## src/hdl/bpu_pkg.sv

```systemverilog
package bpu_pkg;

    // datapath and address width
    localparam int XLEN = 32;

    // sequential fetch step
    localparam logic [XLEN-1:0] INST_STEP = 32'd4;

    // global history length, fixed for the tagged table hash
    localparam int HIST_WIDTH = 16;

    // link register, read as rs1 by a return
    localparam logic [4:0] RA_REG = 5'd1;

    // risc-v major opcodes of control transfers
    typedef enum logic [6:0] {
        OPC_BRANCH = 7'b1100011,
        OPC_JALR   = 7'b1100111,
        OPC_JAL    = 7'b1101111
    } opcode_e;

    typedef enum logic [2:0] {
        CTRL_NONE,
        CTRL_BRANCH,
        CTRL_JAL,
        CTRL_JALR
    } ctrl_kind_e;

    // which table supplied the direction
    typedef enum logic {
        PROV_BIMODAL,
        PROV_TAGGED
    } provider_e;

    typedef struct packed {
        ctrl_kind_e      kind;
        logic            is_call;
        logic            is_ret;
        logic [XLEN-1:0] offset;
    } decode_t;

    typedef struct packed {
        logic [XLEN-1:0] pc;
        logic [XLEN-1:0] inst;
    } fetch_t;

    // one resolved control transfer from execute
    typedef struct packed {
        logic                  valid;
        logic                  taken;
        logic                  mispredicted;
        logic [XLEN-1:0]       pc;
        logic [XLEN-1:0]       inst;
        logic [XLEN-1:0]       target;
        logic [HIST_WIDTH-1:0] history;
    } resolve_t;

    typedef struct packed {
        logic            is_ctrl;
        logic            taken;
        logic [XLEN-1:0] target;
    } prediction_t;

endpackage

```

## src/hdl/branch_decoder.sv

```systemverilog
`timescale 1ns/1ps

module branch_decoder (
    input  logic [bpu_pkg::XLEN-1:0] inst_i,
    output bpu_pkg::decode_t         dec_o
);

    bpu_pkg::opcode_e          opcode;
    logic [4:0]                rd;
    logic [4:0]                rs1;
    logic [bpu_pkg::XLEN-1:0]  b_imm;
    logic [bpu_pkg::XLEN-1:0]  j_imm;

    assign opcode = bpu_pkg::opcode_e'(inst_i[6:0]);
    assign rd     = inst_i[11:7];
    assign rs1    = inst_i[19:15];

    // b-type immediate, bit 11 sits in inst[7]
    assign b_imm = {{20{inst_i[31]}}, inst_i[7], inst_i[30:25], inst_i[11:8], 1'b0};
    // j-type immediate
    assign j_imm = {{12{inst_i[31]}}, inst_i[19:12], inst_i[20], inst_i[30:21], 1'b0};

    always_comb begin
        dec_o.kind   = bpu_pkg::CTRL_NONE;
        dec_o.offset = '0;
        case (opcode)
            bpu_pkg::OPC_BRANCH: begin
                dec_o.kind   = bpu_pkg::CTRL_BRANCH;
                dec_o.offset = b_imm;
            end
            bpu_pkg::OPC_JAL: begin
                dec_o.kind   = bpu_pkg::CTRL_JAL;
                dec_o.offset = j_imm;
            end
            // jalr target is register based, no static offset
            bpu_pkg::OPC_JALR: dec_o.kind = bpu_pkg::CTRL_JALR;
            default: ;
        endcase
        // a link write marks a call
        dec_o.is_call = ((dec_o.kind == bpu_pkg::CTRL_JAL) ||
                         (dec_o.kind == bpu_pkg::CTRL_JALR)) && (rd != 5'd0);
        dec_o.is_ret  = (dec_o.kind == bpu_pkg::CTRL_JALR) && (rd == 5'd0) &&
                        (rs1 == bpu_pkg::RA_REG);
    end

endmodule

```

## config.mk

```make
export PLATFORM = sky130hd
export DESIGN_NAME = branch_decoder
export DESIGN_NICKNAME = d
export VERILOG_FILES = /design/src/hdl/bpu_pkg.sv /design/src/hdl/branch_decoder.sv
export SDC_FILE = /design/constraint.sdc
export NUM_CORES = 1
export LEC_CHECK = 0
export BUFFER_PORTS_ARGS = -buffer_cell sky130_fd_sc_hd__buf_2
export CAP_MARGIN = 10
export CORE_AREA = 2 2 39 41
export DETAILED_ROUTE_END_ITERATION = 8
export DIE_AREA = 0 0 41 43
export PLACE_DENSITY = 0.87
export SYNTH_ARGS = -nofsm -noshare
export SYNTH_HDL_FRONTEND = slang
export SYNTH_SLANG_ARGS = --single-unit
```

## constraint.sdc

```tcl
create_clock -name vclk -period 5
set_clock_uncertainty 0.1 [all_clocks]
set_input_delay 1 -clock vclk [all_inputs]
set_output_delay 1 -clock vclk [all_outputs]
set_load 0.05 [all_outputs]
```

==> run metrics, run 1 <==
number of pins with negative max-slew slack in the final report=0; share of Yosys cell area claimed by the top area cell type=0.2541; worst endpoint data arrival time=2.44 ns; Detailed Place HPWL=1123 um; routed length per instance=9.791 um; via count of the first global-routing pass=446; Max IR drop VDD=22.86 uV; hold-fix buffers at CTS=0; end-of-flow core utilization=0.4611; Overall Global Routing Usage=0.1329; Critical Path Start Type=primary input; transition time of the tightest slew-check pin=0.5342 ns; commonest cells after routing, fill and taps aside=buf_2 (67), nand2_1 (10), nor2_1 (8), and2_1 (8), a21oi_1 (8); crit-path most repeated cell=buf_2; total global routing overflow=0; Hold Slack=2.254 ns; full die area=1763 um^2; total wire length=1312 um; family of cells with the greatest summed delay on the critical path=simple AND/OR/NAND/NOR gates; Initial DRC Count=5; Setup Viol. Count Final=0; Max-cap violations=0; number of resized instances in the post-cts repair step=0; post-route antenna net violation count=0; post-synthesis average cell area=5.910 um^2; number of antenna violations at the first check in global routing=0; # clk buffers=0; Slew headroom=0.6430; number of buffers added for setup after CTS=0; most common library cell in the layout ignoring fill and taps=buf_2; number of sequential cells in the layout=0; endpoint kind of the worst setup timing path=primary output; number of standard cells after synthesis=65; Min-Delay Path Class=primary input to primary output; setup slack after placement=1.452 ns; library cell contributing the largest single delay on the critical path=nor2_1; number of distinct library cells after synthesis=18; total power=0.03439 mW; worst endpoint required time=3.90 ns; Max Freq=282.3 MHz; number of buffers inserted by port buffering=67; flip-flop and latch area=0 um^2; Antenna Cells=0; critical path's largest stage delay=0.40 ns; worst-path fanout max=12; routed via count=611; worst path cell trace=buf_2, nor2_1, o211a_1, and2_1, buf_2; fraction of final layout cells with drive strength greater than 1=0.5932; final weighted congestion of routability-driven global placement=0.6488; DRC violation count after routing=0; width of the chip=41 um; buffers plus inverters on the worst setup path=2; drt pass-1 iters=4; Mapped Area=384.1 um^2; vias per inst=4.560; dominant cell type by area after synthesis=buf_4; part of the Yosys area used for sequential elements=0; leakage power=0.4257 nW; setup slack of the critical path after layout=1.458 ns; final critical-path share of the clock period=0.7085; final total negative setup slack=0 ns; maximum number of pins on one net before global-route repair=18; area growth from synthesis to layout=66.12%; clock period minus worst slack=3.542 ns; Power per Cell Area=53.89 nW/um^2; Vert. Die Dim=43 um; total number of yosys warnings=0; num rows=14; number of ports placed on the die boundary=69; result of the run=finished clean; number of nets in the layout=152; unrepaired setup endpoints after global routing=false; total count of hold-check failures in the final report=0; top cells by area, synth=buf_4 (25%), and2_1 (13%), a21oi_1 (10%); starting utilization of the core area=0.2776; Setup Crit Path Kind=primary input to primary output; global-route wire length before repair=1745 um; core box area=1384 um^2
==> synthesized netlist by cell type <==
cell type and number:
buf_4 13, nand2_1 10, a21oi_1 8, and2_1 8, nor2_1 8, a22oi_1 5
nor3_1 2, and3_1 1, buf_1 1, clkbuf_1 1, conb_1 1, inv_1 1
nor2_2 1, nor2b_1 1, nor4bb_2 1, o211a_1 1, or4_4 1, or4b_1 1
==> layer usage <==
| layer | vias up | share of wire | track usage |
|---|---|---|---|
| li1 | 311 | - | - |
| met1 | 259 | 0.36 | 0.1424 |
| met2 | 41 | 0.52 | 0.2688 |
| met3 | 0 | 0.13 | 0.01047 |
| met4 | 0 | 0 | 0 |
| met5 | - | 0 | 0 |
==> per-stage QoR <==
| stage | area (um^2) | std cells |
|---|---|---|
| CTS | 638.1 | 134 |
| detailed placement | 638.1 | 134 |
| global route | 638.1 | 134 |
| finish | 638.1 | 134 |
| floorplan | 387.9 | 66 |
| global placement | 638.1 | 134 |
==> final timing paths <==
| path | from | end | slack, ns | cells after the start |
|---|---|---|---|---|
| setup / recovery | inst_i[3] | dec_o[31] | 1.46 | 5 |
| hold / removal | inst_i[3] | dec_o[34] | 2.25 | 3 |
==> where the power goes <==
part	leakage (nW)	internal [mW]	switching (mW)
clock	0	0	0
combinational	0.426	0.0136	0.0208
sequential	0	0	0
total	0.426	0.0136	0.0208
==> area by class of cell <==
type / instances / area [um^2]
Timing Repair Buffer: 67 / 335.3
Inverter: 1 / 3.754
Tap cell: 16 / 20.02
Multi-Input combinational cell: 50 / 279.0
Fill cell: 141 / 745.7
==> kinds of logic after synthesis <==
family | count (synthesis) | synth area share
simple gates | 34 | 0.4789
buf+inv | 16 | 0.2834
compound gates | 14 | 0.2280
other cells | 1 | 0.009763
(Power assumes the default switching activity.)
==> run 2, diff against run 1 <==
--- a/config.mk
+++ b/config.mk
@@ -7,10 +7,10 @@
 export LEC_CHECK = 0
 export BUFFER_PORTS_ARGS = -buffer_cell sky130_fd_sc_hd__buf_2
 export CAP_MARGIN = 10
-export CORE_AREA = 2 2 39 41
+export CORE_MARGIN = 2
+export CORE_UTILIZATION = 25
 export DETAILED_ROUTE_END_ITERATION = 8
-export DIE_AREA = 0 0 41 43
-export PLACE_DENSITY = 0.87
+export PLACE_DENSITY = 0.8
 export SYNTH_ARGS = -nofsm -noshare
 export SYNTH_HDL_FRONTEND = slang
 export SYNTH_SLANG_ARGS = --single-unit
==> constraint.sdc (replaced) <==
create_clock -name vclk -period 3.1
set_clock_uncertainty 0.1 [all_clocks]
set_input_delay 0.62 -clock vclk [all_inputs]
set_output_delay 0.62 -clock vclk [all_outputs]
set_load 0.05 [all_outputs]
==> run metrics, run 2 (synthesis gave the netlist of run 1 again) <==
result of the run=finished clean; core box area=1471 um^2; final total negative setup slack=0 ns; # clk buffers=0; area of all placed cells without fillers=653.1 um^2; leakage power=0.4360 nW; Overall Global Routing Usage=0.1353; worst hold path depth=3; post-route antenna net violation count=0; final critical-path share of the clock period=0.8701; width of the chip=43.20 um; worst endpoint data arrival time=1.98 ns; Antenna Cells=0; total count of hold-check failures in the final report=0; library cell contributing the largest single delay on the critical path=or4_4; hold_sp=inst_i[3]; routed via count=619; crit-path most repeated cell=buf_2; hold-fix buffers at CTS=0; vias per inst=4.551; routing usage on met1=0.1468; via count of the first global-routing pass=487; DRC violation count after routing=0; total wire length=1385 um; worst path cell trace=buf_2, or4_4, nor2_2, nor4bb_2, buf_2; num rows=14; fraction of final layout cells with drive strength greater than 1=0.6000; full die area=1866 um^2; number of nets in the layout=154; Setup Crit Path Kind=primary input to primary output; starting utilization of the core area=0.2611; area of placed instances=653.1 um^2; area growth from synthesis to layout=70.03%; unrepaired setup endpoints after global routing=false; number of antenna violations at the first check in global routing=0; Vert. Die Dim=43.20 um; end-of-flow core utilization=0.4439; Max IR drop VDD=33.96 uV; met3 routing resource usage after global routing=0.01277; total global routing overflow=0; total power=0.05743 mW; Min-Delay Path Class=primary input to primary output; drt pass-1 iters=4; most congested layer reported by global routing=met2; footprint of the multi-input gates=279.0 um^2; critical path startpoint=inst_i[11]; Detailed Place HPWL=1189 um; commonest cells after routing, fill and taps aside=buf_2 (67), nand2_1 (10), nor2_1 (8), and2_1 (8), a21oi_1 (8); routed length per instance=10.18 um; critical path's largest stage delay=0.52 ns; number of ports placed on the die boundary=69; Critical Path Start Type=primary input; Setup Viol. Count Final=0; most common library cell in the layout ignoring fill and taps=buf_2; Hold Slack=1.493 ns; global-route wire length before repair=2049 um; clock period minus worst slack=2.697 ns; number of buffers inserted by port buffering=67; transition time of the tightest slew-check pin=0.5388 ns; Global Route met2 Usage=0.2866; worst-path fanout max=2; flip-flop and latch area=0 um^2; worst endpoint required time=2.38 ns; number of fill cells=160; Slew headroom=0.6400; Power per Cell Area=87.93 nW/um^2; maximum number of pins on one net before global-route repair=18; number of resized instances in the post-cts repair step=0; final weighted congestion of routability-driven global placement=0.6851; Initial DRC Count=5; number of sequential cells in the layout=0; endpoint kind of the worst setup timing path=primary output; number of buffers added for setup after CTS=0; number of pins with negative max-slew slack in the final report=0; Max-cap violations=0; Max Freq=370.7 MHz
==> run 2: cell types whose count changed in the layout (fill, tap and decap cells not counted), sizes merged <==
cell	previous run	this run
buf	67	69
==> run 2: area by class of cell <==
cell class / count / area share
Inverter: 1 / 0.005747
Multi-Input combinational cell: 50 / 0.4272
Tap cell: 16 / 0.03065
Timing Repair Buffer: 69 / 0.5364
==> run 2: worst paths after layout <==
check                   end  slack, ns
setup / recovery  dec_o[32]       0.40
hold / removal    dec_o[34]       1.49
==> run 2: per-stage QoR <==
| step | setup WS, ns | instances |
|---|---|---|
| 2_1_floorplan | 0.1232 | 66 |
| 3_3_place_gp | 0.4599 | 136 |
| 3_5_place_dp | 0.4206 | 136 |
| 4_1_cts | 0.4158 | 136 |
| 5_1_grt | 0.3651 | 136 |
| 6_report | 0.4026 | 136 |
==> run 2: where the power goes <==
group          internal (mW)  switching, mW
logic                 0.0236         0.0338
clock network              0              0
registers                  0              0
==> run 2: metal layers <==
metal  share of wire  wire (um)  up-vias
met3            0.13        175        0
met1            0.35        482      260
met5               0          0        -
li1                -          -      318
met2            0.53        728       41
met4               0          0        0
==> run 2: worst max-delay path, delay by kind of cell <==
kind / cells / cell delay [ns]
AND/OR/NAND/NOR: 3 / 0.93
buffers and inverters: 2 / 0.43
==> run 3, diff against run 2 <==
--- a/config.mk
+++ b/config.mk
@@ -10,6 +10,7 @@
 export CORE_MARGIN = 2
 export CORE_UTILIZATION = 25
 export DETAILED_ROUTE_END_ITERATION = 8
+export GPL_TIMING_DRIVEN = 0
 export PLACE_DENSITY = 0.8
 export SYNTH_ARGS = -nofsm -noshare
 export SYNTH_HDL_FRONTEND = slang
==> run metrics, run 3 (synthesis gave the netlist of run 1 again) <==
starting utilization of the core area=0.2611; drt pass-1 iters=5; number of buffers added for setup after CTS=0; post-route antenna net violation count=0; total power=0.05976 mW; most common library cell in the layout ignoring fill and taps=buf_2; width of the chip=43.20 um; final critical-path share of the clock period=0.8949; # clk buffers=0; Min-Delay Path Class=primary input to primary output; Max IR drop VDD=36.11 uV; combinational fraction of design power=1.000; via count of the first global-routing pass=539; flip-flop and latch area=0 um^2; total internal power=0.02508 mW; number of buffers inserted by port buffering=67; num rows=14; Detailed Place HPWL=1361 um; global-route wire length before repair=2221 um; total wire length=1538 um; fraction of final layout cells with drive strength greater than 1=0.6316; area growth from synthesis to layout=94.14%; Antenna Cells=0; Setup Crit Path Kind=primary input to primary output; number of antenna violations at the first check in global routing=0; Switching Share=0.5802; setup slack of the critical path after layout=0.3259 ns; number of pins with negative max-slew slack in the final report=0; Max Freq=360.5 MHz; buffers plus inverters on the worst setup path=3; library cell contributing the largest single delay on the critical path=and2_1; endpoint kind of the worst setup timing path=primary output; crit-path most repeated cell=buf_2; area of placed instances=743.2 um^2; vias per inst=4.416; area of all placed cells without fillers=745.7 um^2; Psw=0.03467 mW; DRC violation count after routing=0; Initial DRC Count=10; worst endpoint data arrival time=2.05 ns; relative contribution of sequential cells to total power=0; routed via count=658; Critical Path Start Type=primary input; worst endpoint required time=2.38 ns; Setup Viol. Count Final=0; number of sequential cells in the layout=0; Overall Global Routing Usage=0.1457; clock share of power=0; commonest cells after routing, fill and taps aside=buf_2 (67), buf_4 (13), nand2_1 (10), and2_1 (8), a21oi_1 (8); final weighted congestion of routability-driven global placement=0.7571; full die area=1866 um^2; maximum number of pins on one net before global-route repair=13; Max-cap violations=0; core box area=1471 um^2; family of cells with the greatest summed delay on the critical path=simple AND/OR/NAND/NOR gates; total count of hold-check failures in the final report=0; unrepaired setup endpoints after global routing=false; worst-path fanout max=12; critical path's largest stage delay=0.36 ns; leakage power=0.4989 nW; setup slack after placement=0.1804 ns; Vert. Die Dim=43.20 um; number of ports placed on the die boundary=69; result of the run=finished clean; clock period minus worst slack=2.774 ns; final total negative setup slack=0 ns; worst path cell trace=buf_2, nor2_2, o211a_1, and2_1, buf_4, buf_2; number of nets in the layout=167; Power per Cell Area=80.13 nW/um^2; total global routing overflow=0; routed length per instance=10.32 um
==> run 3: cell count changes in the layout (fill, tap and decap cells not counted), sizes merged <==
cell	delta
buf	+12
clkbuf	+1
==> run 3: final timing paths <==
path | slack, ns | end | cells after the start | startpoint
max | 0.33 | dec_o[31] | 6 | inst_i[3]
min | 1.51 | dec_o[34] | 3 | inst_i[3]
==> run 3: timing repair <==
item | CTS | global route
hold buffers | 0 | 0
gates resized for setup | 0 | 1
setup endpoints to repair | 0 | 5
hold endpoints to repair | 0 | 0
==> run 3: metrics by stage <==
| stage | hold WS, ns | utilization | std cells |
|---|---|---|---|
| 2_1_floorplan | 1.316 | - | 66 |
| 3_3_place_gp | 1.491 | 0.5051 | 149 |
| 3_5_place_dp | 1.498 | 0.5051 | 149 |
| 4_1_cts | 1.498 | 0.5051 | 149 |
| 5_1_grt | 1.537 | 0.5068 | 149 |
| 6_report | 1.505 | 0.5068 | 149 |
==> run 3: final cells by class <==
cell class                      count  area, um^2
Buffer                             15       105.1
Fill cell                         169       725.7
Inverter                            1       3.754
Tap cell                           16       20.02
Multi-Input combinational cell     50       281.5
Timing Repair Buffer               67       335.3
==> run 3: metal layers <==
metal / GRT usage / up-vias / part of all wire
li1: - / 344 / -
met1: 0.1544 / 271 / 0.34
met2: 0.3164 / 43 / 0.54
met3: 0.008511 / 0 / 0.12
met4: 0 / 0 / 0
met5: 0 / - / 0
==> run 3: power by group through the flow <==
stage          combinational, mW  sequential, mW  clock (mW)
3_5_place_dp              0.0595               0           0
5_1_grt                   0.0653               0           0
2_1_floorplan             0.0326               0           0
3_3_place_gp              0.0578               0           0
4_1_cts                   0.0596               0           0
6_report                  0.0598               0           0
