`src/hdl/bpu_pkg.sv`:
```
package bpu_pkg;

    // datapath and address width
    localparam int XLEN = 32;

    // sequential fetch step
    localparam logic [XLEN-1:0] INST_STEP = 32'd4;

    // global history length, fixed for the tagged table hash
    localparam int HIST_WIDTH = 16;

    // link register, read as rs1 by a return
    localparam logic [4:0] RA_REG = 5'd1;

    // risc-v major opcodes of control transfers
    typedef enum logic [6:0] {
        OPC_BRANCH = 7'b1100011,
        OPC_JALR   = 7'b1100111,
        OPC_JAL    = 7'b1101111
    } opcode_e;

    typedef enum logic [2:0] {
        CTRL_NONE,
        CTRL_BRANCH,
        CTRL_JAL,
        CTRL_JALR
    } ctrl_kind_e;

    // which table supplied the direction
    typedef enum logic {
        PROV_BIMODAL,
        PROV_TAGGED
    } provider_e;

    typedef struct packed {
        ctrl_kind_e      kind;
        logic            is_call;
        logic            is_ret;
        logic [XLEN-1:0] offset;
    } decode_t;

    typedef struct packed {
        logic [XLEN-1:0] pc;
        logic [XLEN-1:0] inst;
    } fetch_t;

    // one resolved control transfer from execute
    typedef struct packed {
        logic                  valid;
        logic                  taken;
        logic                  mispredicted;
        logic [XLEN-1:0]       pc;
        logic [XLEN-1:0]       inst;
        logic [XLEN-1:0]       target;
        logic [HIST_WIDTH-1:0] history;
    } resolve_t;

    typedef struct packed {
        logic            is_ctrl;
        logic            taken;
        logic [XLEN-1:0] target;
    } prediction_t;

endpackage

```
`src/hdl/target_select.sv`:
```
`timescale 1ns/1ps

module target_select (
    input  logic                     flush_i,
    input  bpu_pkg::fetch_t          fetch_i,
    input  bpu_pkg::decode_t         fetch_dec_i,
    input  logic                     btb_hit_i,
    input  logic [bpu_pkg::XLEN-1:0] btb_target_i,
    input  logic                     dir_taken_i,
    input  logic                     ras_valid_i,
    input  logic [bpu_pkg::XLEN-1:0] ras_top_i,
    output bpu_pkg::prediction_t     pred_o
);

    logic [bpu_pkg::XLEN-1:0] seq_pc;
    logic [bpu_pkg::XLEN-1:0] rel_pc;

    assign seq_pc = fetch_i.pc + bpu_pkg::INST_STEP;
    assign rel_pc = fetch_i.pc + fetch_dec_i.offset;

    always_comb begin
        pred_o.is_ctrl = 1'b0;
        pred_o.taken   = 1'b0;
        pred_o.target  = seq_pc;
        // a redirect overrides whatever is being fetched
        if (!flush_i) begin
            case (fetch_dec_i.kind)
                bpu_pkg::CTRL_JAL: begin
                    pred_o.is_ctrl = 1'b1;
                    pred_o.taken   = 1'b1;
                    pred_o.target  = rel_pc;
                end
                bpu_pkg::CTRL_JALR: begin
                    pred_o.is_ctrl = 1'b1;
                    if (fetch_dec_i.is_ret) begin
                        // returns always jump; fall back to btb, then pc + 4
                        pred_o.taken = 1'b1;
                        if (ras_valid_i) begin
                            pred_o.target = ras_top_i;
                        end else if (btb_hit_i) begin
                            pred_o.target = btb_target_i;
                        end
                    end else begin
                        pred_o.taken = btb_hit_i;
                        if (btb_hit_i) begin
                            pred_o.target = btb_target_i;
                        end
                    end
                end
                bpu_pkg::CTRL_BRANCH: begin
                    pred_o.is_ctrl = 1'b1;
                    pred_o.taken   = dir_taken_i;
                    if (dir_taken_i) begin
                        pred_o.target = btb_hit_i ? btb_target_i : rel_pc;
                    end
                end
                default: ;
            endcase
        end
    end

endmodule

```
`config.mk`:
```
export PLATFORM = sky130hd
export DESIGN_NAME = target_select
export DESIGN_NICKNAME = d
export VERILOG_FILES = /design/src/hdl/bpu_pkg.sv /design/src/hdl/target_select.sv
export SDC_FILE = /design/constraint.sdc
export NUM_CORES = 1
export LEC_CHECK = 0
export BUFFER_PORTS_ARGS = -buffer_cell sky130_fd_sc_hd__buf_4
export CORE_MARGIN = 10
export CORE_UTILIZATION = 35
export DETAILED_ROUTE_END_ITERATION = 16
export PLACE_DENSITY = 0.69
export SLEW_MARGIN = 20
export SYNTH_ARGS = -nofsm -noshare
export SYNTH_HDL_FRONTEND = slang
export SYNTH_SLANG_ARGS = --single-unit
export TNS_END_PERCENT = 5
```
`constraint.sdc`:
```
create_clock -name vclk -period 3.69
set_clock_uncertainty 0.05 [all_clocks]
set_input_delay 0.5535 -clock vclk [all_inputs]
set_output_delay 0.5535 -clock vclk [all_outputs]
set_load 0.03 [all_outputs]
```
==> flow_metrics.tcl, run 1 <==
set metrics [dict create \
    yosysWarnings 0 \
    gp_congestion 0.963 \
    status "finished, final reports clean" \
    grt_max_degree 42 \
    syn_area_um2 4050 \
    final_cell_area_um2 6030 \
    ioPinCount 203 \
    fmax_mhz 275 \
    syn-num-nets 849 \
    crit_required_ns 3.09 \
    drc_errors 0 \
    cp_slowest_stage_delay_ns 0.35 \
    vias_per_cell 5.93 \
    regArea_um2 0 \
    start_util_pct 35.6 \
    syn_avg_cell_area_um2 6.26 \
    start_kind "input pin" \
    cap_viol_max_count 0 \
    globalRoute.totalOverflow 0 \
    grt_antenna_before_repair 0 \
    placementRows 39 \
    hold_ws_ns 1.35 \
    instances_no_fill 989 \
    power_density_nw_per_um2 161 \
    crit_type "input pin to output port" \
    final_nets 1050 \
    dpl_cell_area_um2 5830 \
    path_cells "buf_4 -> ha_1 -> a21o_1 -> a31oi_1 -> o21ai_1 -> a22o_1 -> a21oi_1 -> a21oi_1 -> buf_4 -> a221oi_4 -> mux2_4 -> nor2_4 -> buf_6" \
    setup_tns_ns 0 \
    hold_viol_final 0 \
    core_area_um2 11400 \
    synth.top_cell.area_share_pct 9.89 \
    critical_path.slowest_cell "mux2_4" \
    die_h_um 128 \
    arrival_ns 3.04 \
    first_pass_iters 6 \
    setup_violations 0 \
    grt_first_pass_wirelength_mm 29.4 \
    vias 5862 \
    cp-end-kind "output port" \
    antennaDiodeCount 0 \
    routedWlPerCell_um 19.5 \
    fin_crit_sh_pct 98.7 \
    crit_fanout 3 \
    slew_headroom_pct 62.6 \
    min_path_type "input pin to output port" \
    p_leak_uw 0.00272 \
    num-clock-buffers 0 \
    fin_crit_ns 3.64 \
    synth_cell_type_count 64 \
    cts_hold_buf 0 \
    drt_iter0_drc 529 \
    ys_top_cells_by_area "a21oi_1 (9.9%), ha_1 (9.9%), o21ai_0 (7.3%)" \
    grt_pass1_vias 5518 \
    die_w_um 128 \
    ys_seq_area_share_pct 0 \
    port_buffers 170 \
    slew_violations 0 \
    drtAntennaViolNets 0 \
    ir_drop_v 0.0000812 \
    rsz0062_at_grt "true" \
    worstMarginPinSlew_ns 0.557 \
    final.setup.worst_slack_ns 0.0481 \
    synth_cells 647 \
    hpwlAfterDp_mm 15.7 \
    placed_cells 986 \
    synth_largest_area_cell "a21oi_1" \
    area.growth.synth_to_final_pct 49.0 \
    drive_above_1_share_pct 33.0 \
    drt-total-wl_mm 19.2 \
    gr-usage-all-layers_pct 21.5 \
    flops_and_latches 0 \
    dp_slack_ns -0.128 \
    die_area_um2 16300 \
]
==> where the power goes <==
group,leakage [uW],switching (uW),internal (uW)
Sequential,0,0,0
Clock,0,0,0
Combinational,0.00272,538,435
Total,0.00272,538,435
==> placed cells by master (no fill, tap or decap), types with 5 or more instances in the layout <==
cell      netlist  final
a22oi_1         7      7
xnor2_1        33     32
nor3_1         13     12
o211ai_1       11     11
and2_1          6      6
nand3_1        24     24
a21o_1         17     17
o21ai_1         5      9
nand2b_1        8      7
o21a_1          7      7
a21oi_2         1      9
and3_1          7      6
a211oi_1       13     10
a31oi_1         8      8
buf_4           1    232
inv_1          14     14
xor2_1         22     22
or3_1           5      5
a221oi_1        9      6
mux2i_1        13     13
o22ai_1        16     16
nand4_1         9      9
a21oi_1        80     71
ha_1           32     30
o221ai_1        6      5
nor2_1         60     59
o21ai_0        59     54
nand2_1        71     71
==> worst max-delay path, delay by kind of cell <==
family / cells / cell delay, ns
adders and majority gates: 1 / 0.30
muxes: 1 / 0.35
AOI/OAI and AO/OA: 7 / 1.31
buffers and inverters: 3 / 0.40
and+or+nand+nor: 1 / 0.11
==> synth_stat cells, drive strengths merged (8+ instances only) <==
cell / count
clkbuf: 28
o211ai: 11
nand2: 71
nand2b: 8
a21oi: 81
o21ai: 65
nor3: 14
a221oi: 10
a211oi: 13
o22ai: 16
xor2: 22
nor2: 60
nand3: 25
ha: 32
xnor2: 34
nand4: 11
inv: 14
mux2i: 13
a21o: 17
a31oi: 8
==> metrics by stage <==
stage | util [%] | total power, uW
3_3_place_gp | 51.3 | 905
2_1_floorplan | - | 522
3_5_place_dp | 51.3 | 911
6_report | 53.0 | 973
5_1_grt | 53.0 | 1050
4_1_cts | 51.9 | 929
==> routing by layer <==
layer	global-route usage [%]	part of all wire, %	up-vias
li1	-	-	2838
met1	29.0	42	2684
met2	35.2	46	289
met3	3.02	8.7	51
met4	5.22	3.3	0
met5	0	0	-
==> timing repair <==
action	4_1_cts	5_1_grt
setup endpoints to repair	3	14
pin swaps	8	10
resized for setup	10	29
setup buffers	2	1
cloned	0	0
==> kinds of logic after synthesis <==
group | share of synthesized area (%)
compound gates | 41.6
simple gates | 27.5
buf+inv | 4.70
fa+ha+maj | 10.4
xor+xnor | 12.3
mux | 3.49
==> final timing paths <==
| path | from | end | slack (ns) | depth (start not counted) |
|---|---|---|---|---|
| worst max-delay path | fetch_i[47] | pred_o[30] | 0.05 | 13 |
| worst min-delay path | flush_i | pred_o[32] | 1.35 | 3 |
==> final cells by class <==
type                       instances  area, um^2
fill                            1172        5340
multi-input combinational        598        4030
timing repair buffer             234        1760
tap                              143         179
inverter                          14        52.6
Note: power is estimated with default switching activity, not from simulation.
==> inputs of run 2 (changes only) <==
- ABC_AREA: unset -> 1
- PLACE_DENSITY: 0.69 -> 0.65
==> run 2 against run 1 <==
  * Combinational power rose by 2.4%
  * First-iteration DRC count up 23%
  * Largest cell class unchanged
  * Count of clock-buffer cells in the layout is the same
  * Via count grew 32%
  * Cell area increased by 17%
==> flow_metrics.tcl, run 2 <==
set metrics [dict create \
    status "finished, final reports clean" \
    num-clock-buffers 0 \
    drt_iter0_drc 649 \
    cp-end-kind "output port" \
    placementRows 45 \
    ys_top_cells_by_area "nand2_1 (34%), inv_1 (10%), nor2_1 (9.9%)" \
    fmax_mhz 296 \
    area.growth.synth_to_final_pct 27.5 \
    drt-total-wl_mm 24.4 \
    synth.top_cell.area_share_pct 33.8 \
    hpwlAfterDp_mm 20.7 \
    cp-endpoint "pred_o[16]" \
    regArea_um2 0 \
    hold_ws_ns 1.44 \
    cts_resized 0 \
    slew_violations 0 \
    worstMarginPinSlew_ns 0.527 \
    final_cell_area_um2 7040 \
    globalRoute.totalOverflow 0 \
    ys_seq_area_share_pct 0 \
    cp-startpoint "fetch_i[32]" \
    final_core_util_pct 46.0 \
    drive_above_1_share_pct 17.3 \
    slew_headroom_pct 64.8 \
    power_density_nw_per_um2 141 \
    grt_antenna_before_repair 0 \
    start_kind "input pin" \
    port_buffers 170 \
    fin_crit_ns 3.38 \
    final_nets 1548 \
    grt_max_degree 47 \
    arrival_ns 2.78 \
    gp_congestion 0.914 \
    core_area_um2 15300 \
    flops_and_latches 0 \
    layout_common_cells "nand2_1 (497), buf_4 (183), inv_1 (148)" \
    syn_avg_cell_area_um2 4.63 \
    grt_pass1_vias 7122 \
    vias_per_cell 4.97 \
    hold_viol_final 0 \
    crit_fanout 4 \
    post_cts_buffers 0 \
    cts_hold_buf 0 \
    die_area_um2 21200 \
    setup_tns_ns 0 \
    setup_violations 0 \
    antennaDiodeCount 0 \
    vias 7729 \
    ir_drop_v 0.0000707 \
    crit_required_ns 3.09 \
    die_h_um 146 \
    layout_commonest_cell "nand2_1" \
    dpl_cell_area_um2 7040 \
    drtAntennaViolNets 0 \
    min_path_type "input pin to output port" \
    ioPinCount 203 \
    routedWlPerCell_um 15.7 \
    drc_errors 0 \
    synth_largest_area_cell "nand2_1" \
    p_leak_uw 0.00401 \
    die_w_um 146 \
    start_util_pct 36.1 \
    syn_area_um2 5520 \
    first_pass_iters 5 \
    rsz0062_at_grt "false" \
    synth_cell_type_count 44 \
    gr-usage-all-layers_pct 21.4 \
    synth_commonest_cells "nand2_1 (497), inv_1 (149), nor2_1 (146), nand3_1 (96), a21oi_1 (65)" \
    synth.most_common_cell "nand2_1" \
    cap_viol_max_count 0 \
    fin_crit_sh_pct 91.7 \
    yosysWarnings 0 \
    syn-num-nets 1396 \
    grt_first_pass_wirelength_mm 37.9 \
    synth_cells 1194 \
    crit_type "input pin to output port" \
    fillers 1778 \
]
-- run 2: changes by cell type after synthesis, sizes merged, moves of 17 or more --
cell and delta:
a21o -17, nor2 +98, nand3 +72, nand2 +435
inv +145, xnor2 -27, o21ai -27
-- run 2: report_power, final --
group	total (uW)	switching, uW	internal [uW]
clock	0	0	0
combinational	996	630	366
sequential	0	0	0
-- run 2: metrics by stage --
step	total power (uW)	worst slack, ns	std cells
after global placement	974	0.376	1555
final	996	0.307	1555
after detailed placement	979	0.359	1555
after floorplan	603	0.651	1194
after CTS	983	0.346	1555
after global routing	1100	0.119	1555
-- run 2: per-layer routing --
metal | up-vias | track usage (%) | part of all wire (%)
met2 | 318 | 34.8 | 45
met3 | 8 | 2.02 | 7.3
met4 | 0 | 1.47 | 0.52
met1 | 3357 | 30.9 | 47
met5 | - | 0 | 0
li1 | 4046 | - | -
-- run 2: cell families (layout without fill, tap and decap cells) --
logic type	after synthesis	count (layout)	share of synthesized area, %
compound gates	132	132	13.4
buf+inv	194	344	13.6
fa+ha+maj	33	33	7.61
xor+xnor	26	26	4.12
simple gates	809	809	61.3
-- run 2: critical path, stage by stage --
cell	delay, ns
buf_4	0.10
ha_1	0.19
inv_1	0.06
fa_1	0.41
inv_1	0.12
nand3_1	0.07
nand3_1	0.15
nand2_1	0.07
nand2_1	0.14
nand3_1	0.09
nand2_1	0.17
xor2_1	0.17
nand2_1	0.07
nand3b_1	0.09
nor2_1	0.05
nor2_1	0.09
buf_4	0.17
-- run 2: worst min-delay path by stage --
stage,cells after the start,slack (ns),from,to
after detailed placement,4,1.44,fetch_i[32],pred_o[0]
after floorplan,1,1.24,fetch_i[34],pred_o[2]
final,4,1.44,fetch_i[32],pred_o[0]
after global placement,4,1.44,fetch_i[32],pred_o[0]
after CTS,4,1.44,fetch_i[32],pred_o[0]
after global routing,3,1.46,fetch_i[34],pred_o[2]
-- run 2: final cells by class --
class              count  area (um^2)  area share, %
multi-input cells   1000         4780           67.9
repair buffers       184         1390           19.8
inverters            160          601           8.53
well taps            211          264           3.75
==> inputs of run 3 (changes only) <==
- clock period: 3.69 -> 3.65 ns (I/O delays scaled with it)
==> run 3 against run 2 <==
  * First-iteration DRC count increased by 22%
  * Sequential share of layout area unchanged
  * Sequential cell count unchanged
  * Cell count decreased by 0.19%
  * Setup slack got worse by 0.041 ns
  * Via count increased by 0.97%
  * Core utilization decreased by 0.15 points
  * Routed wire length decreased by 0.36%
  * Global-route usage increased by 0.077 points
  * Non-clock buffer count decreased by 3
  * Cell area decreased by 0.32%
  * Critical path depth decreased by 3
  * Critical path type unchanged
==> flow_metrics.tcl, run 3 (synthesis results as in run 2) <==
set metrics [dict create \
    cts_resized 0 \
    layout_common_cells "nand2_1 (497), buf_4 (180), inv_1 (148)" \
    p_switching_uw 636 \
    cp-end-kind "output port" \
    die_area_um2 21200 \
    port_buffers 170 \
    vias 7804 \
    rsz0062_at_grt "false" \
    drive_above_1_share_pct 17.1 \
    die_h_um 146 \
    critical_path.slowest_cell "xnor2_1" \
    hpwlAfterDp_mm 20.7 \
    first_pass_iters 5 \
    hold_viol_final 0 \
    grt_first_pass_wirelength_mm 38.2 \
    layout_commonest_cell "nand2_1" \
    p_int_uw 368 \
    fmax_mhz 296 \
    placementRows 45 \
    crit_required_ns 3.05 \
    antennaDiodeCount 0 \
    placed_cells 1552 \
    seq_power_share_pct 0 \
    regArea_um2 0 \
    drt-total-wl_mm 24.4 \
    start_util_pct 36.1 \
    crit_fanout 6 \
    power_frac_comb_pct 100.0 \
    core_area_um2 15300 \
    area.growth.synth_to_final_pct 27.1 \
    die_w_um 146 \
    drt_iter0_drc 794 \
    min_path_type "input pin to output port" \
    power_switching_share_pct 63.4 \
    fillers 1830 \
    drtAntennaViolNets 0 \
    cp-endpoint "pred_o[15]" \
    cap_viol_max_count 0 \
    vias_per_cell 5.03 \
    start_kind "input pin" \
    setup_tns_ns 0 \
    power_density_nw_per_um2 143 \
    globalRoute.totalOverflow 0 \
    worstMarginPinSlew_ns 0.524 \
    crit_type "input pin to output port" \
    cts_hold_buf 0 \
    post_cts_buffers 0 \
    gp_congestion 0.932 \
    cp-startpoint "fetch_i[34]" \
    routedWlPerCell_um 15.7 \
    final_nets 1545 \
    grt_antenna_before_repair 0 \
    status "finished, final reports clean" \
    num-clock-buffers 0 \
    instances_no_fill 1552 \
    slew_violations 0 \
    fin_crit_sh_pct 92.7 \
    grt_max_degree 48 \
    cp_slowest_stage_delay_ns 0.48 \
    path_cells "buf_4 -> ha_1 -> or2_1 -> nand3_1 -> nand2_1 -> nand2_1 -> nand2_1 -> xnor2_1 -> nand2_1 -> nand2_1 -> nand3_1 -> nand2_1 -> nand2_1 -> buf_4" \
    slew_headroom_pct 64.8 \
    arrival_ns 2.79 \
    grt_pass1_vias 7183 \
    flops_and_latches 0 \
    ioPinCount 203 \
    ir_drop_v 0.0000619 \
    fin_crit_ns 3.38 \
    gr-usage-all-layers_pct 21.5 \
    cp_common_cell "nand2_1" \
    setup_violations 0 \
    drc_errors 0 \
    power.share.clock_pct 0 \
    p_leak_uw 0.00400 \
]
## run 3: cell types whose count changed in the layout (fill, tap and decap cells not counted)
| cell | previous run | this run |
|---|---|---|
| buf_4 | 183 | 180 |
## run 3: layout make-up
| class | instances | area [um^2] | area share [%] |
|---|---|---|---|
| well taps | 211 | 264 | 3.76 |
| repair buffers | 181 | 1370 | 19.5 |
| multi-input cells | 1000 | 4780 | 68.2 |
| inverters | 160 | 601 | 8.55 |
## run 3: metrics by stage
stage / total power (uW) / hold slack, ns / area, um^2 / util, % / setup slack (ns)
after floorplan: 610 / 1.22 / 5520 / - / 0.623
after global placement: 982 / 1.43 / 7020 / 45.8 / 0.355
after detailed placement: 987 / 1.43 / 7020 / 45.8 / 0.331
after CTS: 991 / 1.43 / 7020 / 45.8 / 0.328
after global routing: 1110 / 1.46 / 7020 / 45.8 / 0.0911
final: 1000 / 1.42 / 7020 / 45.8 / 0.267
## run 3: how the worst min path moves through the flow
stage	from	to	slack, ns	cells after the start
after floorplan	fetch_i[34]	pred_o[2]	1.22	1
after detailed placement	fetch_i[32]	pred_o[0]	1.43	4
final	fetch_i[32]	pred_o[0]	1.42	4
after global routing	fetch_i[34]	pred_o[2]	1.46	3
after global placement	fetch_i[32]	pred_o[0]	1.43	4
after CTS	fetch_i[32]	pred_o[0]	1.43	4
## run 3: power by group through the flow
| stage | logic, uW | registers (uW) | clock network [uW] |
|---|---|---|---|
| floorplan | 610 | 0 | 0 |
| global placement | 982 | 0 | 0 |
| detailed placement | 987 | 0 | 0 |
| CTS | 991 | 0 | 0 |
| global route | 1110 | 0 | 0 |
| finish | 1000 | 0 | 0 |
## run 3: layer usage
metal  vias to the layer above  track usage, %  wire length, um
met1                      3459            31.1            11800
met5                         -               0                0
li1                       4039               -                -
met4                         0            1.57              218
met3                        15            1.77             1540
met2                       291            34.9            10800
## run 3: critical path: cells and delay by family
| kind | cells | cell delay (ns) |
|---|---|---|
| and+or+nand+nor | 10 | 1.09 |
| xor gates and xnor gates | 1 | 0.48 |
| buffers and inverters | 2 | 0.31 |
| adders and majority gates | 1 | 0.35 |
