<file path="src/hdl/bpu_pkg.sv">
package bpu_pkg;

    // datapath and address width
    localparam int XLEN = 32;

    // sequential fetch step
    localparam logic [XLEN-1:0] INST_STEP = 32'd4;

    // global history length, fixed for the tagged table hash
    localparam int HIST_WIDTH = 16;

    // link register, read as rs1 by a return
    localparam logic [4:0] RA_REG = 5'd1;

    // risc-v major opcodes of control transfers
    typedef enum logic [6:0] {
        OPC_BRANCH = 7'b1100011,
        OPC_JALR   = 7'b1100111,
        OPC_JAL    = 7'b1101111
    } opcode_e;

    typedef enum logic [2:0] {
        CTRL_NONE,
        CTRL_BRANCH,
        CTRL_JAL,
        CTRL_JALR
    } ctrl_kind_e;

    // which table supplied the direction
    typedef enum logic {
        PROV_BIMODAL,
        PROV_TAGGED
    } provider_e;

    typedef struct packed {
        ctrl_kind_e      kind;
        logic            is_call;
        logic            is_ret;
        logic [XLEN-1:0] offset;
    } decode_t;

    typedef struct packed {
        logic [XLEN-1:0] pc;
        logic [XLEN-1:0] inst;
    } fetch_t;

    // one resolved control transfer from execute
    typedef struct packed {
        logic                  valid;
        logic                  taken;
        logic                  mispredicted;
        logic [XLEN-1:0]       pc;
        logic [XLEN-1:0]       inst;
        logic [XLEN-1:0]       target;
        logic [HIST_WIDTH-1:0] history;
    } resolve_t;

    typedef struct packed {
        logic            is_ctrl;
        logic            taken;
        logic [XLEN-1:0] target;
    } prediction_t;

endpackage

</file>
<file path="src/hdl/return_stack.sv">
`timescale 1ns/1ps

module return_stack #(
    parameter int RAS_DEPTH = 32
) (
    input  logic                     clk,
    input  logic                     rst,
    input  logic                     stall_i,
    input  logic                     flush_i,
    input  bpu_pkg::resolve_t        resolve_i,
    input  bpu_pkg::decode_t         resolve_dec_i,
    output logic                     top_valid_o,
    output logic [bpu_pkg::XLEN-1:0] top_o
);

    localparam int PTR_BITS = $clog2(RAS_DEPTH);

    logic [bpu_pkg::XLEN-1:0] entries [RAS_DEPTH];
    // number of live entries, 0 to RAS_DEPTH
    logic [PTR_BITS:0]        count;
    logic [PTR_BITS-1:0]      top_idx;
    logic                     accept;
    logic                     push;
    logic                     pop;

    assign accept = resolve_i.valid && !stall_i && !flush_i;
    assign push   = accept && resolve_dec_i.is_call;
    assign pop    = accept && resolve_dec_i.is_ret && (count != '0);

    always_ff @(posedge clk) begin
        if (rst) begin
            count <= '0;
        end else if (push) begin
            // full stack wraps back to the bottom slot
            count <= (count == (PTR_BITS+1)'(RAS_DEPTH)) ? (PTR_BITS+1)'(1) : count + 1'b1;
        end else if (pop) begin
            count <= count - 1'b1;
        end
    end

    always_ff @(posedge clk) begin
        if (push) begin
            if (count == (PTR_BITS+1)'(RAS_DEPTH)) begin
                entries[0] <= resolve_i.pc + bpu_pkg::INST_STEP;
            end else begin
                entries[count[PTR_BITS-1:0]] <= resolve_i.pc + bpu_pkg::INST_STEP;
            end
        end
    end

    assign top_idx     = PTR_BITS'(count - 1'b1);
    assign top_valid_o = (count != '0);
    assign top_o       = entries[top_idx];

endmodule

</file>
<file path="config.mk">
export PLATFORM = sky130hd
export DESIGN_NAME = return_stack
export DESIGN_NICKNAME = d
export VERILOG_FILES = /design/src/hdl/bpu_pkg.sv /design/src/hdl/return_stack.sv
export SDC_FILE = /design/constraint.sdc
export NUM_CORES = 1
export LEC_CHECK = 0
export BUFFER_PORTS_ARGS = -buffer_cell sky130_fd_sc_hd__buf_2
export CAP_MARGIN = 20
export CORE_ASPECT_RATIO = 1.5
export CORE_MARGIN = 1
export CORE_UTILIZATION = 35
export CTS_BUF_LIST = sky130_fd_sc_hd__clkbuf_16
export CTS_CLUSTER_SIZE = 28
export DETAILED_ROUTE_END_ITERATION = 16
export GPL_TIMING_DRIVEN = 0
export MAX_ROUTING_LAYER = met4
export PLACE_DENSITY = 0.54
export SYNTH_ARGS = -nofsm -noshare
export SYNTH_HDL_FRONTEND = slang
export SYNTH_SLANG_ARGS = --single-unit
export TNS_END_PERCENT = 20
</file>
<file path="constraint.sdc">
create_clock -name clk -period 4.55 [get_ports clk]
set_clock_uncertainty 0.05 [all_clocks]
set_input_delay 0.6825 -clock clk [delete_from_list [all_inputs] [get_ports clk]]
set_output_delay 0.6825 -clock clk [all_outputs]
set_load 0.005 [all_outputs]
</file>
==> impl_metrics.json, run 1 <==
{
  "outcome": "finished, final reports clean",
  "rows": 152,
  "multi_input_area_sq_um": 10300,
  "yosysSeqAreaShare_pct": 76.0,
  "drc_errors": 0,
  "root_buffer": "clkbuf_16",
  "placed_cell_area_sq_um": 44700,
  "htree_num_levels": 3,
  "clkSinkCount": 1030,
  "critPathBufInv": 7,
  "cts_buffers": 90,
  "clkTransAtPathRegs_ns": 0.06,
  "gp_congestion": 0.839,
  "period_needed_ns": 4.49,
  "cp.arrival_ns": 3.76,
  "p_per_area_nw_per_um2": 407,
  "finalMaxSlewViolations": 0,
  "synth_area_leaders": "edfxtp_1 (76%), mux4_2 (14%), mux2_2 (1.8%)",
  "critPathTopFamily": "buffers and inverters",
  "ys_types": 56,
  "grt_pass1_wl_um": 159000,
  "fillers": 9916,
  "p_seq_share_pct": 52.7,
  "ys_ff_latch": 1030,
  "io_buffers": 70,
  "worst_setup_path_start_kind": "register",
  "post_route_cells_drive_above_1_share_pct": 39.0,
  "clk_path_buf_depth": 3,
  "end_kind": "output port",
  "crit_path_frequent_cell": "buf_6",
  "num_io_pins": 189,
  "drt-pass1-iter-count": 6,
  "worstSkewPairLatency_ns": 0.69,
  "synth_commonest_cells": "edfxtp_1 (1024), mux4_2 (256), a21oi_1 (69), mux2_2 (66), nor2_1 (45)",
  "nNetsFinal": 2235,
  "cap_violations": 0,
  "wirelength_um": 112000,
  "synthCells": 1842,
  "r2r_setup_slack_ns": 0.42,
  "cp_slowest_cell": "dfxtp_2",
  "fin_area_sq_um": 48700,
  "area_growth_pct": 19.9,
  "ys_warn_count": 0,
  "drt_iter0_drc": 1974,
  "grt-ovfl-total": 0,
  "register_area_sq_um": 30900,
  "postCtsHoldBufs": 0,
  "antenna_found_initial": 6,
  "synth_nets": 2002,
  "critPathMaxStageDelay_ns": 0.43,
  "die_w_um": 280,
  "viasPerCell": 5.40,
  "ant_nets": 0,
  "synth-edff-count": 1024,
  "synth.avg_cell_area_sq_um": 22.1,
  "grt_usage_pct": 20.0,
  "switchingPower_mw": 4.31,
  "die-height_um": 419,
  "setup-violations-final": 0,
  "initial_core_util_pct": 35.4,
  "postSynth.asyncResetShare_pct": 0,
  "worst_pin_slew_ns": 1.09,
  "swShare_pct": 21.7,
  "cts_tree": "yes",
  "cp_max_fo": 12,
  "crit_type": "register to output port",
  "ir_worst_vdd_v": 0.000301,
  "synth_top_area_share_pct": 75.7,
  "vias": 19900,
  "hpwl_um": 77400,
  "hold_path_class": "input port to register",
  "cp.required_ns": 3.82,
  "final.period_utilization_pct": 98.7,
  "core_area_sq_um": 115000,
  "synth_flop_cell": "edfxtp_1",
  "comb_power_share_pct": 7.7,
  "hold_viol": 0,
  "syn_area_sq_um": 40600,
  "first_global_vias": 21500,
  "fmax_mhz": 223,
  "grt_start_max_net_pins": 33,
  "yosysTopAreaCell": "edfxtp_1",
  "yosysMostFrequentCell": "edfxtp_1",
  "fp.dieArea_sq_um": 118000,
  "whs_ns": 0.344,
  "clkPwrFrac_pct": 39.6,
  "internal_power_mw": 15.5,
  "p_leak_nw": 15.0,
  "slew_headroom_pct": 27.5,
  "worstPathCellList": "buf_12 > buf_6 > inv_1 > ha_1 > buf_4 > buf_8 > buf_6 > mux4_2 > mux2_2 > a21oi_1 > a2111oi_4 > buf_2",
  "wl_per_cell_um": 30.3
}
## worst paths after layout
check,start,endpoint,cells after the start
hold / removal,rst,count[0],2
setup reg to reg,count[0],entries[14][22],9
setup / recovery,count[0],top_o[31],12
hold reg to reg,count[5],count[5],1
## power by group through the flow
stage | Combinational (mW) | Sequential (mW) | Clock (mW)
after floorplan | 0.783 | 10.7 | 0
after global placement | 1.29 | 10.7 | 0
after detailed placement | 1.38 | 10.7 | 0
after CTS | 1.51 | 10.5 | 7.98
after global routing | 1.61 | 10.4 | 8.28
final | 1.52 | 10.5 | 7.86
## timing repair
item	in CTS	in global routing
cloned	0	1
setup endpoints to repair	225	31
buffers inserted	5	0
pin swaps	17	6
gates resized for setup	193	29
## placed cells by master (no fill, tap or decap), types with 4 or more instances in the layout
master	instances
nor2b_1	36
clkinv_2	12
edfxtp_1	1024
a2111oi_2	7
a211oi_2	8
a21oi_2	38
buf_4	19
nand2_1	26
mux4_2	256
inv_1	29
nor2_4	31
dfxtp_1	5
buf_16	18
buf_2	91
buf_12	27
a211oi_1	26
clkbuf_8	17
mux2i_1	30
nor2_1	14
clkbuf_4	12
buf_8	23
xor2_2	8
clkbuf_2	11
xnor2_2	20
nand4_1	12
a2111oi_4	25
a21oi_1	30
clkbuf_16	96
mux2_2	66
nand3_1	15
diode_2	5
clkinv_1	16
clkinvlp_4	4
buf_6	16
bufinv_16	13
## routing by layer
metal | routed length [um] | GRT usage (%) | vias up
met5 | 0 | - | -
met4 | 3560 | 7.13 | 0
met3 | 5620 | 3.06 | 208
met2 | 60800 | 35.7 | 603
met1 | 41800 | 22.6 | 10800
li1 | - | - | 8253
## kinds of logic (layout without fill, tap and decap cells)
group                      after synthesis  after routing  synth area share [%]
DFF                                   1030           1030                  76.0
muxes                                  354            354                  16.8
and+or+nand+nor                        158            158                  2.02
AOI/OAI and AO/OA                      156            156                  3.08
buffers and inverters                  108            412                  1.31
xor gates and xnor gates                32             32                 0.708
adders and majority gates                4              4                 0.123
other                                    0              5                     0
## layout make-up
type	count	share of cell area, %
Inverter	8	0.0616
Sequential cell	1030	63.4
Multi-Input combinational cell	704	21.1
Tap cell	1540	3.95
Clock buffer	93	4.78
Clock inverter	70	1.34
Timing Repair Buffer	143	3.60
Buffer	98	1.79
Antenna cell	5	0.0257
## through the flow
step           power (mW)  setup WS, ns  utilization, %     TNS, ns  instances
4_1_cts              19.9       0.00839            42.3           0       3685
2_1_floorplan        11.4         0.736               -           0       1842
6_report             19.8        0.0591            42.4           0       3691
3_5_place_dp         12.0         -1.26            38.9      -42.32       3519
3_3_place_gp         12.0         -2.32            37.4    -1934.53       3452
5_1_grt              20.3    -0.0000226            42.4  -0.0000226       3691
## worst register-to-register path, delay by kind of cell, from the launching register on
kind / cells / cell delay [ns]
compound gates: 1 / 0.42
fa+ha+maj: 1 / 0.24
buf+inv: 4 / 0.79
flops: 1 / 0.43
simple gates: 3 / 1.80
## sequential cells by signal, summed over array words and instances, names as in the netlist
| name | count |
|---|---|
| count | 6 |
| entries | 1024 |
Note: power is estimated with default switching activity, not from simulation.
==> inputs of run 2 (changes only) <==
--- a/config.mk
+++ b/config.mk
@@ -6,7 +6,9 @@
 export NUM_CORES = 1
 export LEC_CHECK = 0
 export BUFFER_PORTS_ARGS = -buffer_cell sky130_fd_sc_hd__buf_2
-export CAP_MARGIN = 20
+export CAP_MARGIN = 30
+export CELL_PAD_IN_SITES_DETAIL_PLACEMENT = 1
+export CELL_PAD_IN_SITES_GLOBAL_PLACEMENT = 1
 export CORE_ASPECT_RATIO = 1.5
 export CORE_MARGIN = 1
 export CORE_UTILIZATION = 35
@@ -15,7 +17,7 @@
 export DETAILED_ROUTE_END_ITERATION = 16
 export GPL_TIMING_DRIVEN = 0
 export MAX_ROUTING_LAYER = met4
-export PLACE_DENSITY = 0.54
+export PLACE_DENSITY = 0.59
 export SYNTH_ARGS = -nofsm -noshare
 export SYNTH_HDL_FRONTEND = slang
 export SYNTH_SLANG_ARGS = --single-unit
==> run 2 against run 1 <==
Compared with the run above:
- sequential cell count unchanged
- highest routed layer unchanged
- combinational power is essentially flat
- power down 0.61%
- non-clock buffer count increased by 3
- hold slack worse by 0.0042 ns
- fmax grew 1.8%
- first-iteration DRC count fell by 4.0%
- clock power decreased by 2%
- setup slack better by 0.077 ns
- largest cell class unchanged
- critical path type unchanged
==> impl_metrics.json, run 2 (synthesis gave the netlist of run 1 again) <==
{
  "reg2reg_to": "entries[14][22]",
  "internal_power_mw": 15.3,
  "antenna_found_initial": 1,
  "register_area_sq_um": 30900,
  "drc_errors": 0,
  "worst_pin_slew_ns": 0.958,
  "worstPathCellList": "buf_6 > buf_12 > clkinvlp_4 > ha_1 > buf_6 > buf_12 > clkbuf_4 > mux4_2 > mux2_2 > a21oi_1 > a2111oi_4 > buf_2",
  "fin_util_pct": 42.1,
  "fp.dieArea_sq_um": 118000,
  "top_regs": "entries: 1024 flops, count: 6 flops",
  "fmax_mhz": 227,
  "cap_violations": 0,
  "first_global_vias": 22000,
  "fillers": 10700,
  "cp.arrival_ns": 3.68,
  "end_kind": "output port",
  "grt_start_max_net_pins": 33,
  "path_depth": 12,
  "layout_commonest_cell": "edfxtp_1",
  "worst_setup_path_start_kind": "register",
  "hpwl_um": 77600,
  "critPathMaxStageDelay_ns": 0.37,
  "post_route_cells_drive_above_1_share_pct": 38.9,
  "viasPerCell": 5.41,
  "setup-violations-final": 0,
  "wl_per_cell_um": 31.0,
  "die-height_um": 419,
  "final_cell_mix": "edfxtp_1 (1024), mux4_2 (256), clkbuf_16 (93), buf_2 (92), mux2_2 (66)",
  "hold_path_class": "input port to register",
  "placed_cell_area_sq_um": 44500,
  "p_total_mw": 19.7,
  "clkTransAtPathRegs_ns": 0.07,
  "slew_headroom_pct": 35.8,
  "period_needed_ns": 4.41,
  "initial_core_util_pct": 35.4,
  "finalMaxSlewViolations": 0,
  "multi_input_area_sq_um": 10200,
  "drt_iter0_drc": 1895,
  "pre_cts_ws_ns": -1.11,
  "cts_tree": "yes",
  "grt_usage_pct": 20.4,
  "instances_no_fill": 3690,
  "grt-ovfl-total": 0,
  "die_w_um": 280,
  "rsz0062_at_grt": "false",
  "post-place-cells": 3517,
  "worstSkewPairLatency_ns": 0.69,
  "swShare_pct": 22.5,
  "wirelength_um": 114000,
  "fin_tns_setup_ns": 0,
  "crit_type": "register to output port",
  "rows": 152,
  "num_io_pins": 189,
  "setup_ws_ns": 0.136,
  "setup.worst_path.start": "count[0]",
  "p_per_area_nw_per_um2": 408,
  "p_leak_nw": 14.8,
  "drt-pass1-iter-count": 5,
  "cp_max_fo": 11,
  "clkSinkCount": 1030,
  "regToRegStartpoint": "count[2]",
  "critPathBufInv": 7,
  "core_area_sq_um": 115000,
  "whs_ns": 0.340,
  "ant_nets": 0,
  "outcome": "finished, final reports clean",
  "final.period_utilization_pct": 97.0,
  "gp_congestion": 0.798,
  "largest_reg_flops": 1024,
  "cp-endpoint": "top_o[9]",
  "critPathTopFamily": "buffers and inverters",
  "root_buffer": "clkbuf_16",
  "io_buffers": 70,
  "ir_worst_vdd_v": 0.000323,
  "p_seq_share_pct": 53.0,
  "clkPwrFrac_pct": 39.3,
  "htree_num_levels": 3,
  "switchingPower_mw": 4.44,
  "area_growth_pct": 18.9,
  "nNetsFinal": 2238,
  "hold_viol": 0,
  "vias": 19900,
  "r2r_setup_slack_ns": 0.54,
  "fin_area_sq_um": 48300,
  "grt_pass1_wl_um": 162000,
  "clk_path_buf_depth": 3,
  "reg2reg_depth": 6,
  "cp.required_ns": 3.82,
  "regMostFlops": "entries",
  "cts_buffers": 90,
  "cp_slowest_cell": "dfxtp_1",
  "comb_power_share_pct": 7.7
}
## run 2: how the worst min path moves through the flow
| stage | slack (ns) | end | depth (start not counted) | from |
|---|---|---|---|---|
| finish | 0.34 | entries[2][11] | 2 | resolve_i[91] |
| detailed placement | 0.53 | count[5] | 1 | count[5] |
| CTS | 0.29 | entries[2][11] | 2 | resolve_i[91] |
| global placement | 0.51 | count[5] | 1 | count[5] |
| global route | 0.33 | entries[2][11] | 2 | resolve_i[91] |
| floorplan | 0.46 | count[5] | 1 | count[5] |
## run 2: per-layer routing
layer	vias to the layer above	routed length (um)	track usage [%]
met5	-	0	-
met2	541	61000	35.7
li1	8249	-	-
met3	183	4530	2.52
met4	0	3410	6.51
met1	11000	45300	24.3
## run 2: area by class of cell
class / count / area share [%]
diodes: 1 / 0.00518
plain buffers: 98 / 1.59
clock buffers: 92 / 4.77
clock inverters: 71 / 1.26
inverters: 8 / 0.0699
multi-input cells: 704 / 21.1
flip-flops and latches: 1030 / 63.9
well taps: 1540 / 3.99
repair buffers: 146 / 3.35
## run 2: repair_timing
action	in CTS	in global routing
setup buffers	8	1
resized for setup	172	10
gates cloned	0	1
hold buffers	0	0
setup endpoints to repair	238	26
pin swaps	21	3
## run 2: power by group through the flow
stage | combinational [mW] | sequential (mW) | clock [mW]
finish | 1.52 | 10.5 | 7.74
global route | 1.61 | 10.4 | 8.17
CTS | 1.54 | 10.5 | 7.88
detailed placement | 1.41 | 10.7 | 0
global placement | 1.31 | 10.7 | 0
floorplan | 0.783 | 10.7 | 0
==> inputs of run 3 (changes only) <==
--- a/config.mk
+++ b/config.mk
@@ -5,19 +5,19 @@
 export SDC_FILE = /design/constraint.sdc
 export NUM_CORES = 1
 export LEC_CHECK = 0
-export BUFFER_PORTS_ARGS = -buffer_cell sky130_fd_sc_hd__buf_2
+export BUFFER_PORTS_ARGS = -buffer_cell sky130_fd_sc_hd__clkbuf_2
 export CAP_MARGIN = 30
 export CELL_PAD_IN_SITES_DETAIL_PLACEMENT = 1
 export CELL_PAD_IN_SITES_GLOBAL_PLACEMENT = 1
 export CORE_ASPECT_RATIO = 1.5
 export CORE_MARGIN = 1
-export CORE_UTILIZATION = 35
+export CORE_UTILIZATION = 54
 export CTS_BUF_LIST = sky130_fd_sc_hd__clkbuf_16
 export CTS_CLUSTER_SIZE = 28
 export DETAILED_ROUTE_END_ITERATION = 16
 export GPL_TIMING_DRIVEN = 0
 export MAX_ROUTING_LAYER = met4
-export PLACE_DENSITY = 0.59
+export PLACE_DENSITY = 0.83
 export SYNTH_ARGS = -nofsm -noshare
 export SYNTH_HDL_FRONTEND = slang
 export SYNTH_SLANG_ARGS = --single-unit
==> run 3 against run 2 <==
Compared with the run above:
- the run now ends with negative setup slack left
- cell count fell by 15%
- sequential cell count did not move
- register-to-register slack got worse by 0.26 ns
- critical path type unchanged
- largest cell class unchanged
- die area fell by 35%
- clock-buffer cell count did not move
- clock power fell by 2.6%
- largest power group unchanged
- via count rose by 12%
- power barely moved
- combinational power rose by 13%
- final area fell by 1.0%
- global-route usage rose by 16 points
==> impl_metrics.json, run 3 (synthesis gave the netlist of run 1 again) <==
{
  "pre_cts_ws_ns": -1.08,
  "drt_iter0_drc": 3179,
  "p_total_mw": 19.7,
  "internal_power_mw": 15.1,
  "setup_ws_ns": -0.107,
  "r2r_setup_slack_ns": 0.28,
  "rsz0062_at_grt": "true",
  "cp_max_fo": 10,
  "cp.required_ns": 3.82,
  "cp.arrival_ns": 3.92,
  "grt_start_max_net_pins": 33,
  "top_regs": "entries: 1024 flops, count: 6 flops",
  "gp_congestion": 0.871,
  "rows": 122,
  "htree_num_levels": 3,
  "drc_errors": 0,
  "viasPerCell": 7.13,
  "wirelength_um": 133000,
  "root_buffer": "clkbuf_16",
  "fin_tns_setup_ns": -0.454,
  "clkSinkCount": 1030,
  "period_needed_ns": 4.66,
  "initial_core_util_pct": 54.8,
  "ir_worst_vdd_v": 0.000331,
  "p_seq_share_pct": 53.0,
  "clkPwrFrac_pct": 38.2,
  "swShare_pct": 23.5,
  "grt_usage_pct": 36.2,
  "final.period_utilization_pct": 102,
  "largest_reg_flops": 1024,
  "drt-pass1-iter-count": 5,
  "regToRegStartpoint": "count[2]",
  "worst_pin_slew_ns": 1.04,
  "die-height_um": 338,
  "final_cell_mix": "edfxtp_1 (1024), mux4_2 (256), clkbuf_16 (93), clkbuf_2 (75), mux2_2 (66)",
  "hold_viol": 0,
  "slew_headroom_pct": 30.9,
  "outcome": "finished with violations",
  "antenna_found_initial": 1,
  "wl_per_cell_um": 42.1,
  "worst_setup_path_start_kind": "register",
  "first_global_vias": 23200,
  "layout_commonest_cell": "edfxtp_1",
  "finalMaxSlewViolations": 0,
  "hpwl_um": 78100,
  "cts_tree": "yes",
  "crit_type": "register to output port",
  "post_route_cells_drive_above_1_share_pct": 38.7,
  "fp.dieArea_sq_um": 76400,
  "comb_power_share_pct": 8.7,
  "io_buffers": 70,
  "grt-ovfl-total": 0,
  "hold_depth": 2,
  "cts_buffers": 90,
  "reg2reg_depth": 6,
  "num_io_pins": 189,
  "clkTransAtPathRegs_ns": 0.08,
  "violations": "negative setup slack",
  "fmax_mhz": 215,
  "area_growth_pct": 17.6,
  "p_leak_nw": 14.9,
  "clk_path_buf_depth": 3,
  "cap_violations": 0,
  "worstSkewPairLatency_ns": 0.66,
  "core_area_sq_um": 74200,
  "die_w_um": 226,
  "end_kind": "output port",
  "p_per_area_nw_per_um2": 412,
  "grt_pass1_wl_um": 181000,
  "setup-violations-final": 9,
  "ant_nets": 0,
  "hold_end": "count[0]",
  "switchingPower_mw": 4.64,
  "worstHoldStart": "rst",
  "hold_path_class": "input port to register",
  "vias": 22400,
  "reg2reg_to": "entries[26][2]",
  "regMostFlops": "entries",
  "nNetsFinal": 2242
}
[run 3: power by group through the flow]
| stage | Combinational, mW | Clock [mW] | Sequential, mW |
|---|---|---|---|
| finish | 1.72 | 7.54 | 10.5 |
| CTS | 1.61 | 7.44 | 10.5 |
| global route | 1.75 | 7.79 | 10.4 |
| global placement | 1.32 | 0 | 10.7 |
| floorplan | 0.783 | 0 | 10.7 |
| detailed placement | 1.46 | 0 | 10.7 |
[run 3: final cells by class]
class,instances,area (sq um)
flip-flops and latches,1030,30900
clock buffers,92,2300
fillers,6031,26400
well taps,992,1240
inverters,8,33.8
repair buffers,149,1750
diodes,2,5.00
plain buffers,99,883
clock inverters,69,455
multi-input cells,704,10300
[run 3: how the worst max path moves through the flow]
| stage | start | endpoint | slack [ns] | cells past startpoint |
|---|---|---|---|---|
| final | count[0] | top_o[18] | -0.11 | 11 |
| after global routing | count[0] | top_o[18] | -0.12 | 11 |
| after CTS | count[0] | top_o[22] | 0.02 | 11 |
| after detailed placement | count[0] | top_o[1] | -1.08 | 13 |
| after global placement | count[0] | entries[24][13] | -1.79 | 9 |
| after floorplan | count[0] | entries[24][0] | 0.74 | 9 |
[run 3: repair_timing]
action,4_1_cts,5_1_grt
setup endpoints to repair,200,31
hold buffers,0,0
resized for setup,173,68
pin swaps,18,11
buffers inserted,9,0
[run 3: critical path: stages, from the launching register on]
cell and delay [ns]:
dfxtp_1 0.36, buf_6 0.15, buf_12 0.12, buf_6 0.16, clkinvlp_4 0.18, ha_4 0.26, xor2_2 0.20, a31oi_4 0.45
clkbuf_4 0.40, a211oi_1 0.12, a2111oi_4 0.62, buf_2 0.22
[run 3: layer usage]
layer / GRT usage [%] / up-vias / routed length, um
li1: - / 8262 / -
met1: 42.2 / 11700 / 43000
met3: 6.06 / 525 / 12400
met2: 58.4 / 1952 / 66900
met5: - / - / 0
met4: 23.9 / 0 / 10300
[run 3: per-stage QoR]
stage / hold WS, ns / cell area [sq um] / std cells / util (%)
final: 0.414 / 47800 / 3145 / 64.5
after global routing: 0.447 / 47800 / 3144 / 64.4
after CTS: 0.389 / 47600 / 3141 / 64.1
after detailed placement: 0.541 / 44000 / 2972 / 59.2
after global placement: 0.520 / 42200 / 2904 / 56.9
after floorplan: 0.464 / 40600 / 1842 / -
